--- config.mk ---
export PLATFORM = sky130hd
export DESIGN_NAME = thumb_controller
export DESIGN_NICKNAME = d
export VERILOG_FILES = /design/src/verilog/ctrl_pkg.sv /design/src/verilog/instr_class_decode.sv /design/src/verilog/reg_list_sequencer.sv /design/src/verilog/single_cycle_decode.sv /design/src/verilog/thumb_controller.sv
export VERILOG_INCLUDE_DIRS = /design/src /design/src/verilog
export SDC_FILE = /design/constraint.sdc
export NUM_CORES = 1
export LEC_CHECK = 0
export ABC_AREA = 1
export ABC_CLOCK_PERIOD_IN_PS = 7400
export BUFFER_PORTS_ARGS = -buffer_cell sky130_fd_sc_hd__buf_2
export CAP_MARGIN = 25
export CORE_MARGIN = 2
export CORE_UTILIZATION = 45
export DETAILED_ROUTE_END_ITERATION = 16
export GPL_TIMING_DRIVEN = 0
export MAX_ROUTING_LAYER = met4
export PLACE_DENSITY = 0.71
export SETUP_SLACK_MARGIN = 0.1
export SLEW_MARGIN = 20
export SYNTH_ARGS = -nofsm -noshare
export SYNTH_HDL_FRONTEND = slang
export SYNTH_HIERARCHICAL = 1
export SYNTH_SLANG_ARGS = --single-unit
--- constraint.sdc ---
create_clock -name clk_i -period 7.4 [get_ports clk_i]
set_input_delay 0.74 -clock clk_i [delete_from_list [all_inputs] [get_ports clk_i]]
set_output_delay 0.74 -clock clk_i [all_outputs]
set_load 0.02 [all_outputs]
--- src/verilog/ctrl_cfg.svh ---
`ifndef CTRL_CFG_SVH
`define CTRL_CFG_SVH

// width of a data word and of an ALU operand
`define CTRL_WORD_W 32

// one instruction halfword
`define CTRL_INSTR_W 16

// register file address
`define CTRL_REG_ADDR_W 4

// multiple transfers only reach the low registers r0 to r7
`define CTRL_REG_LIST_W 8

// counts the beats of a multiple transfer, must hold CTRL_REG_LIST_W
`define CTRL_BEAT_W 4

// address step between two transferred registers
`define CTRL_WORD_BYTES 4

`endif

--- src/verilog/ctrl_pkg.sv ---
`include "ctrl_cfg.svh"

package ctrl_pkg;

    // instruction groups the controller knows about
    typedef enum logic [2:0] {
        SHIFT_ADD_SUB,
        DATA_PROC,
        LS_REG,
        LS_IMM,
        STORE_MULT,
        LOAD_MULT,
        BL_HALF,
        INVALID
    } instr_class_e;

    typedef enum logic [3:0] {
        ADD, SUB, AND, OR, XOR, LSL, LSR, ASR, ROR, MUL, BIC, NOT
    } alu_op_e;

    // ACCUM feeds the ALU with the offset coming from the sequencer
    typedef enum logic [2:0] {
        REG, IMM, ZERO, PC, ACCUM
    } operand_src_e;

    typedef enum logic {ALU, MEMORY} wb_src_e;

    typedef enum logic {INSTRUCTION, CTRL_UNIT} addr_src_e;

    typedef struct packed {
        logic         is_valid;
        logic         update_flag;
        logic         mem_write;
        logic         mem_read;
        logic         reg_write;
        wb_src_e      wb_src;
        operand_src_e alu_a_src;
        operand_src_e alu_b_src;
        alu_op_e      alu_op;
        logic         stall;
        addr_src_e    addr2_src;
        addr_src_e    dest_src;
        logic         reg3_select;
    } ctrl_word_t;

    typedef struct packed {
        logic [`CTRL_REG_ADDR_W-1:0] reg_addr;
        logic [`CTRL_WORD_W-1:0]     offset_imm;
    } xfer_info_t;

    // a valid instruction that does nothing, every decode rule starts from here
    localparam ctrl_word_t CTRL_WORD_DEFAULT = '{
        is_valid: 1'b1, update_flag: 1'b0, mem_write: 1'b0, mem_read: 1'b0,
        reg_write: 1'b0, wb_src: ALU, alu_a_src: REG, alu_b_src: REG,
        alu_op: ADD, stall: 1'b0, addr2_src: INSTRUCTION,
        dest_src: INSTRUCTION, reg3_select: 1'b0
    };

endpackage

--- src/verilog/instr_class_decode.sv ---
`timescale 1ns/1ns
`include "ctrl_cfg.svh"

module instr_class_decode import ctrl_pkg::*; (
    input  logic [`CTRL_INSTR_W-1:0] instruction_i,
    output instr_class_e             class_o
);

    logic [5:0] opcode;

    // the group is fully given by the top six bits
    assign opcode = instruction_i[15:10];

    always_comb begin
        casez (opcode)
            6'b000???: class_o = SHIFT_ADD_SUB;
            6'b010000: class_o = DATA_PROC;
            6'b0101??: class_o = LS_REG;
            // word and byte immediate offsets
            6'b011???: class_o = LS_IMM;
            // halfword and SP-relative offsets decode the same way
            6'b100???: class_o = LS_IMM;
            6'b11000?: class_o = STORE_MULT;
            6'b11001?: class_o = LOAD_MULT;
            // both halves of the long branch with link
            6'b1111??: class_o = BL_HALF;
            default:   class_o = INVALID;
        endcase
    end

endmodule

--- src/verilog/reg_list_sequencer.sv ---
`timescale 1ns/1ns
`include "ctrl_cfg.svh"

module reg_list_sequencer import ctrl_pkg::*; (
    input  logic                     clk_i,
    input  logic                     reset_i,
    input  logic [`CTRL_INSTR_W-1:0] instruction_i,
    input  instr_class_e             class_i,
    input  ctrl_word_t               base_ctrl_i,
    input  logic [`CTRL_WORD_W-1:0]  link_imm_i,
    output ctrl_word_t               ctrl_o,
    output xfer_info_t               xfer_o
);

    localparam int WORD_W = `CTRL_WORD_W;
    localparam int ADDR_W = `CTRL_REG_ADDR_W;
    localparam int LIST_W = `CTRL_REG_LIST_W;
    localparam int BEAT_W = `CTRL_BEAT_W;
    localparam logic [WORD_W-1:0] STEP = WORD_W'(`CTRL_WORD_BYTES);

    // lowest set bit when ascending, highest set bit otherwise
    function automatic logic [ADDR_W-1:0] pick_reg(
        input logic [LIST_W-1:0] bits,
        input logic              descending
    );
        logic [ADDR_W-1:0] idx;
        logic              found;
        idx = '0;
        found = 1'b0;
        for (int i = 0; i < LIST_W; i++) begin
            if (bits[i] && (descending || !found)) begin
                idx = ADDR_W'(i);
                found = 1'b1;
            end
        end
        return idx;
    endfunction

    function automatic logic [BEAT_W-1:0] count_set(input logic [LIST_W-1:0] bits);
        logic [BEAT_W-1:0] sum;
        sum = '0;
        for (int i = 0; i < LIST_W; i++) begin
            sum = sum + BEAT_W'(bits[i]);
        end
        return sum;
    endfunction

    // registers of the list that are still waiting to be moved
    logic [LIST_W-1:0] hold_mask_q;
    logic [BEAT_W-1:0] beat_q;
    logic              base_in_list_q;

    logic              is_load;
    logic              is_multi;
    logic [LIST_W-1:0] pending;
    logic [ADDR_W-1:0] pick_addr;
    logic [ADDR_W-1:0] base_addr;
    logic [BEAT_W-1:0] list_cnt;
    logic              busy;

    assign is_load = (class_i == LOAD_MULT);
    assign is_multi = (class_i == STORE_MULT) || is_load;
    assign pending = instruction_i[LIST_W-1:0] & hold_mask_q;
    assign pick_addr = pick_reg(pending, is_load);
    assign base_addr = ADDR_W'(instruction_i[10:8]);
    assign list_cnt = count_set(instruction_i[LIST_W-1:0]);
    assign busy = is_multi && (pending != '0);

    always_comb begin
        ctrl_o = base_ctrl_i;
        xfer_o.reg_addr = '0;
        xfer_o.offset_imm = link_imm_i;

        if (is_multi) begin
            ctrl_o = CTRL_WORD_DEFAULT;
            // the ALU adds the offset to the base register in every cycle
            ctrl_o.alu_b_src = ACCUM;
            ctrl_o.dest_src = CTRL_UNIT;
            ctrl_o.stall = busy;
            if (busy) begin
                xfer_o.reg_addr = pick_addr;
                if (is_load) begin
                    // loads run downwards from the top of the block
                    ctrl_o.wb_src = MEMORY;
                    ctrl_o.reg_write = 1'b1;
                    xfer_o.offset_imm = (WORD_W'(list_cnt) - WORD_W'(beat_q) - 1) * STEP;
                end else begin
                    ctrl_o.addr2_src = CTRL_UNIT;
                    ctrl_o.dest_src = INSTRUCTION;
                    ctrl_o.mem_write = 1'b1;
                    xfer_o.offset_imm = WORD_W'(beat_q) * STEP;
                end
            end else begin
                // write-back of the base, the loaded value wins if the base was in the list
                xfer_o.reg_addr = base_addr;
                xfer_o.offset_imm = WORD_W'(list_cnt) * STEP;
                ctrl_o.reg_write = !(is_load && base_in_list_q);
            end
        end
    end

    always_ff @(posedge clk_i) begin
        if (reset_i || !busy) begin
            hold_mask_q <= '1;
            beat_q <= '0;
            base_in_list_q <= 1'b0;
        end else begin
            hold_mask_q[pick_addr[$clog2(LIST_W)-1:0]] <= 1'b0;
            beat_q <= beat_q + 1'b1;
            if (pick_addr == base_addr) begin
                base_in_list_q <= 1'b1;
            end
        end
    end

endmodule

--- src/verilog/single_cycle_decode.sv ---
`timescale 1ns/1ns
`include "ctrl_cfg.svh"

module single_cycle_decode import ctrl_pkg::*; (
    input  logic                     clk_i,
    input  logic                     reset_i,
    input  logic [`CTRL_INSTR_W-1:0] instruction_i,
    input  instr_class_e             class_i,
    output ctrl_word_t               ctrl_o,
    output logic [`CTRL_WORD_W-1:0]  link_imm_o
);

    // the PC seen on the second BL half is one halfword past the return point
    localparam logic [`CTRL_WORD_W-1:0] LINK_CORRECTION = `CTRL_WORD_W'(2);

    logic link_pending_q;
    logic link_set;

    always_comb begin
        ctrl_o = CTRL_WORD_DEFAULT;
        link_set = 1'b0;
        link_imm_o = '0;

        case (class_i)
            SHIFT_ADD_SUB: begin
                ctrl_o.update_flag = 1'b1;
                ctrl_o.reg_write = 1'b1;
                casez (instruction_i[13:9])
                    5'b000??: begin
                        ctrl_o.alu_op = LSL;
                        ctrl_o.alu_b_src = IMM;
                    end
                    5'b001??: begin
                        ctrl_o.alu_op = LSR;
                        ctrl_o.alu_b_src = IMM;
                    end
                    5'b010??: begin
                        ctrl_o.alu_op = ASR;
                        ctrl_o.alu_b_src = IMM;
                    end
                    5'b01101: ctrl_o.alu_op = SUB;
                    5'b01110, 5'b110??: ctrl_o.alu_b_src = IMM;
                    5'b01111, 5'b111??: begin
                        ctrl_o.alu_op = SUB;
                        ctrl_o.alu_b_src = IMM;
                    end
                    // move is computed as zero plus the immediate
                    5'b100??: begin
                        ctrl_o.alu_a_src = ZERO;
                        ctrl_o.alu_b_src = IMM;
                    end
                    5'b101??: begin
                        ctrl_o.alu_op = SUB;
                        ctrl_o.alu_b_src = IMM;
                        ctrl_o.reg_write = 1'b0;
                    end
                    // register add keeps the defaults
                    default: ;
                endcase
            end
            DATA_PROC: begin
                ctrl_o.update_flag = 1'b1;
                ctrl_o.reg_write = 1'b1;
                case (instruction_i[9:6])
                    4'd0:  ctrl_o.alu_op = AND;
                    4'd1:  ctrl_o.alu_op = XOR;
                    4'd2:  ctrl_o.alu_op = LSL;
                    4'd3:  ctrl_o.alu_op = LSR;
                    4'd4:  ctrl_o.alu_op = ASR;
                    4'd5:  ctrl_o.alu_op = ADD;
                    4'd6:  ctrl_o.alu_op = SUB;
                    4'd7:  ctrl_o.alu_op = ROR;
                    4'd8: begin
                        ctrl_o.alu_op = AND;
                        ctrl_o.reg_write = 1'b0;
                    end
                    4'd9: begin
                        ctrl_o.alu_op = SUB;
                        ctrl_o.alu_a_src = ZERO;
                    end
                    4'd10: begin
                        ctrl_o.alu_op = SUB;
                        ctrl_o.reg_write = 1'b0;
                    end
                    4'd11: begin
                        ctrl_o.alu_op = ADD;
                        ctrl_o.reg_write = 1'b0;
                    end
                    4'd12: ctrl_o.alu_op = OR;
                    4'd13: ctrl_o.alu_op = MUL;
                    4'd14: ctrl_o.alu_op = BIC;
                    default: ctrl_o.alu_op = NOT;
                endcase
            end
            LS_REG: begin
                if (instruction_i[11] || instruction_i[10:9] == 2'b11) begin
                    ctrl_o.wb_src = MEMORY;
                    ctrl_o.mem_read = 1'b1;
                    ctrl_o.reg_write = 1'b1;
                end else begin
                    // stores need the third register port for the data
                    ctrl_o.mem_write = 1'b1;
                    ctrl_o.reg3_select = 1'b1;
                end
            end
            LS_IMM: begin
                ctrl_o.alu_b_src = IMM;
                ctrl_o.wb_src = MEMORY;
                if (instruction_i[11]) begin
                    ctrl_o.reg_write = 1'b1;
                    ctrl_o.mem_read = 1'b1;
                end else begin
                    ctrl_o.mem_write = 1'b1;
                end
            end
            BL_HALF: begin
                if (!link_pending_q) begin
                    link_set = 1'b1;
                end else begin
                    // return address is PC minus two
                    ctrl_o.reg_write = 1'b1;
                    ctrl_o.alu_op = SUB;
                    ctrl_o.alu_a_src = PC;
                    ctrl_o.alu_b_src = IMM;
                    link_imm_o = LINK_CORRECTION;
                end
            end
            INVALID: ctrl_o.is_valid = 1'b0;
            // multiple transfers are built by the sequencer
            default: ;
        endcase
    end

    always_ff @(posedge clk_i) begin
        if (reset_i) begin
            link_pending_q <= 1'b0;
        end else begin
            link_pending_q <= link_set;
        end
    end

endmodule

--- src/verilog/thumb_controller.sv ---
`timescale 1ns/1ns
`include "ctrl_cfg.svh"

module thumb_controller import ctrl_pkg::*; (
    input  logic                     clk_i,
    input  logic                     reset_i,
    input  logic [`CTRL_INSTR_W-1:0] instruction_i,
    output ctrl_word_t               ctrl_o,
    output xfer_info_t               xfer_o
);

    instr_class_e            instr_class;
    ctrl_word_t              base_ctrl;
    logic [`CTRL_WORD_W-1:0] link_imm;

    instr_class_decode class_dec_i (
        .instruction_i (instruction_i),
        .class_o       (instr_class)
    );

    single_cycle_decode single_dec_i (
        .clk_i         (clk_i),
        .reset_i       (reset_i),
        .instruction_i (instruction_i),
        .class_i       (instr_class),
        .ctrl_o        (base_ctrl),
        .link_imm_o    (link_imm)
    );

    // the sequencer overrides the single-cycle word for multiple transfers
    reg_list_sequencer seq_i (
        .clk_i         (clk_i),
        .reset_i       (reset_i),
        .instruction_i (instruction_i),
        .class_i       (instr_class),
        .base_ctrl_i   (base_ctrl),
        .link_imm_i    (link_imm),
        .ctrl_o        (ctrl_o),
        .xfer_o        (xfer_o)
    );

endmodule
=== Word level (Yosys, flattened, before mapping) ===
Index checks and enable logic that the tools add are counted.

* Add/sub/neg operators: 10
* Magnitude comparators: 2
* Equality and inequality tests: 39
* Mux-type cells: 53
* Bitwise operators: 4
* Reduce and logical (&&, ||, !) cells: 43

{| class="wikitable"
|+ Operators by type and width
! operator !! count
|-
| 32-bit 2-to-1 mux || 2
|-
| 4-bit case mux with 11 select lines || 1
|-
| 36-bit 2-to-1 mux || 1
|-
| 35-bit 2-to-1 mux || 1
|-
| 4-bit equality test (second input constant) || 8
|-
| 30-bit by 1-bit subtractor with 30-bit output (second input constant) || 1
|-
| 3-bit equality test (second input constant) || 9
|-
| 4-bit by 1-bit adder with 4-bit output || 6
|-
| 1-bit 2-to-1 mux || 23
|-
| 3-bit case mux with 7 select lines || 1
|-
| 4-bit by 3-bit equality test with 1-bit output (second input constant) || 5
|-
| 20-bit 2-to-1 mux || 1
|-
| 2-bit 2-to-1 mux || 9
|-
| 8-bit AND || 2
|-
| 5-bit by 4-bit equality test with 1-bit output (second input constant) || 3
|-
| 3-bit 2-to-1 mux || 5
|-
| 3-bit by 2-bit equality test with 1-bit output (second input constant) || 4
|-
| 3-bit case mux with 4 select lines || 1
|-
| 4-bit case mux with 3 select lines || 1
|-
| 5-bit equality test (second input constant) || 2
|-
| 1-bit logical AND || 10
|-
| 1-bit logical OR || 10
|-
| 2-bit OR reduction || 5
|-
| 1-bit zero test || 9
|-
| 26 further kinds || 31
|}

* Register bits: 14
* Output and inout bits: 56

=== Longest topological paths before layout ===
* Depth in word-level cells: 37
* Depth in mapped cells: 17

=== Hierarchy ===
Netlist, hierarchy kept.

{| class="wikitable"
|+ Modules (own cells, without submodules)
! module !! times used !! cells an instance !! area an instance (um^2) !! sequential area each (um^2)
|-
| reg_list_sequencer || 1 || 305 || 1725.4 || 260.2
|-
| single_cycle_decode || 1 || 118 || 654.4 || 20.0
|-
| instr_class_decode || 1 || 31 || 140.1 || 0.0
|}

=== Worst setup path before layout ===
OpenSTA, ideal clock, no wires.

* Kind: input to output
* From: input port instruction_i[0]
* To: output port xfer_o[5] (netlist name)
* Data arrival time: 4.464 ns
* Path slack: 2.196 ns
* Stages: 16
* Path buffers: 0
* Cells stage by stage: inv_1 -> fa_1 -> fa_1 -> fa_1 -> inv_1 -> ha_1 -> fa_1 -> inv_1 -> fa_1 -> or2_2 -> nand2_1 -> inv_1 -> nand3_1 -> xor2_1 -> nand2_1 -> a31oi_1

{| class="wikitable"
|+ RTL lines
! element !! RTL line !! RTL
|-
| from (decl) || thumb_controller.sv:7 || <nowiki>input logic [`CTRL_INSTR_W-1:0] instruction_i,</nowiki>
|-
| to (decl) || thumb_controller.sv:9 || <nowiki>output xfer_info_t xfer_o</nowiki>
|}

==> run metrics <==
outcome=finished clean; # DRC=0; Nets=596; final core occ=57.22%; total setup buffers inserted after CTS=0; vias per std cell=4.443; aggregate global-route resource usage=20.74%; clk slew on worst S/H paths=0.06 ns; row cnt=27; Syn Area/Cell=5.550 µm²; hold-fix buffers at CTS=0; Die Width=78.83 µm; cells after synthesis=454; antenna-violating nets left=0; GR Util met1=25.21%; area of the multi-input gates=1747 µm²; WL per Instance=9.538 µm; Reg2Reg Depth=10; R2R setup slack=5.79 ns; Startpoint Class=input port; RSZ-0062 raised after global routing=false; Worst Hold Depth=1; final clock skew=0.004022 ns; arrival time at the worst endpoint=4.80 ns; core area=5473 µm²; layout cells sized above 1=25.27%; largest net degree at the start of global routing=11; Initial Util=46.04%; post-CTS resize count=0; Netlist cell types=36; Seq/Total Area, Yosys=11.12%; fin. max-slew vios=0; met3 usage=2.614%; clock net sink count=14; CTS buffer count=3; die span in y=78.83 µm; I/O Buffers=69; vias in the first global route=2576; met2 global-route usage=36.50%; CTS max path bufs=2; Yosys Warn Count=6; fin area=3132 µm²; crit end category=output pin; H-tree levels=1; Yosys reg bits=14; detailed placement HPWL=5001 µm; I/O pin count=74; FF-to-FF Start=seq_i/hold_mask_q[0]$_SDFF_PP1_; Register Area=280.3 µm²; GRT busiest layer=met2; hold endpoint=single_dec_i/link_pending_q$_SDFF_PP0_; Peak supply drop=0.0001219 V; Pre-antenna DRT Iters=4; Tmin final=5.544 ns; Area after DPL=3090 µm²; Final setup viols=0; Total Wirelength=6047 µm; post-synthesis cell area=2520 µm²; number of max-cap violations=0; GRT overflow=0; Final Hold Fails=0; Layout fillers=585; Die ar.=6214 µm²; worst hold path class=flop to flop; Pleak=1.971 nW; vias post-DR=2817; Root Buffer=clkbuf_8; initial drt markers=103; initial antenna violation count=0; routability cong.=0.8714; worst skew pair latency=0.24 ns; # diodes=0; fin crit share=74.91%; CTS tree=done; Area Growth Syn to Fin=24.28%; maximum clock frequency=180.4 MHz; Max FO, Critical Path=10; R2R Path End=seq_i/hold_mask_q[2]$_SDFF_PP1_; Crit path required time=6.66 ns; Cell Pwr Density=144.2 nW/µm²; TNS Setup=0 ns; hold path start=single_dec_i/link_pending_q$_SDFF_PP0_; first-pass GRT wire length=10590 µm; CP Class=input port to output pin
[how the worst max path moves through the flow]
| stage | start | end | slack, ns |
|---|---|---|---|
| floorplan | instruction_i[0] | xfer_o[5] | 2.20 |
| global placement | instruction_i[0] | xfer_o[14] | 1.87 |
| detailed placement | instruction_i[0] | xfer_o[14] | 1.85 |
| CTS | instruction_i[0] | xfer_o[14] | 1.84 |
| global route | instruction_i[0] | xfer_o[26] | 1.50 |
| finish | instruction_i[0] | xfer_o[20] | 1.86 |
[registers in the layout (all words and copies together), names as in the netlist]
| name | cells |
|---|---|
| seq_i/hold_mask_q | 8 |
| single_dec_i/link_pending_q | 1 |
| seq_i/beat_q | 4 |
| seq_i/base_in_list_q | 1 |
[cell usage after synthesis (all sizes together)]
master  count  area [µm²]
and2        1       6.260
o31ai       1       7.510
ha          9       112.6
nand3      33       182.7
a21oi       9       52.55
nor4        1       6.260
nand3b      3       22.52
xor2        4       35.03
nor3        4       20.02
nor2       53       236.5
nand4       3       18.77
or2         4       25.03
conb        2       7.510
a31oi       4       25.02
o22ai       2       18.77
inv        76       285.3
buf        42       320.3
fa          5       100.1
nand2     147       564.3
xnor2       3       26.28
dfxtp      14       280.3
clkbuf      6       22.52
o21ai      28       143.9
[area by class of cell]
cell class,count,share of cell area [%]
plain buffers,48,10.95
clock buffers,3,1.318
inverters,76,9.109
multi-input cells,352,55.77
flip-flops and latches,14,8.949
well taps,72,2.877
repair buffers,69,11.03
[cell usage in the layout, fill, tap and decap left out, types with 4 or more instances in the layout]
cell type	instances
nand3_1	31
ha_1	9
inv_2	7
o21ai_1	4
fa_1	5
nor3_1	4
xor2_1	4
conb_1	38
dfxtp_1	14
nand2_1	142
clkbuf_1	6
a31oi_1	4
nor2_4	4
inv_1	69
buf_2	70
a21oi_1	7
nor2_1	46
buf_4	39
nand2_2	5
o21ai_0	23
[worst max-delay path: stages]
cell	delay, ns
buf_2	0.09
inv_1	0.05
fa_1	0.55
fa_1	0.43
fa_1	0.49
inv_1	0.04
ha_1	0.20
fa_1	0.57
inv_1	0.08
fa_1	0.41
or2_2	0.28
nand2_1	0.10
inv_1	0.06
nand3_1	0.10
o21ai_1	0.10
nand2_2	0.16
buf_6	0.16
nand2_1	0.05
buf_2	0.15
[kinds of logic after synthesis]
kind of cell             count (synthesis)  synth area share (%)
AO/OA/AOI/OAI                           44                 9.831
XOR/XNOR                                 7                 2.433
adder cells (fa/ha/maj)                 14                 8.441
buffers and inverters                  124                 24.93
flip-flops                              14                 11.12
other                                    2                0.2980
AND/OR/NAND/NOR                        249                 42.95
[per-stage QoR]
stage | hold slack (ns) | instances | worst slack [ns] | power [mW]
after CTS | 0.4194 | 634 | 1.842 | 0.4533
final | 0.4162 | 634 | 1.856 | 0.4516
after global placement | 0.4063 | 631 | 1.866 | 0.3856
after detailed placement | 0.4107 | 631 | 1.850 | 0.3874
after floorplan | 0.3983 | 490 | 2.196 | 0.3130
after global routing | 0.4297 | 634 | 1.502 | 0.5001
[metal layers]
metal  vias up  share of wire [%]
met5         -                  0
met4         0                1.2
met3         8                4.3
met2        50                 48
met1      1225                 47
li1       1534                  -
[power by group]
| group | internal (mW) | switching (mW) | total (mW) |
|---|---|---|---|
| sequential | 0.0772 | 0.00121 | 0.0785 |
| combinational | 0.116 | 0.194 | 0.310 |
| clock | 0.0360 | 0.0269 | 0.0629 |
No activity file was read; power rests on OpenSTA's default activity.
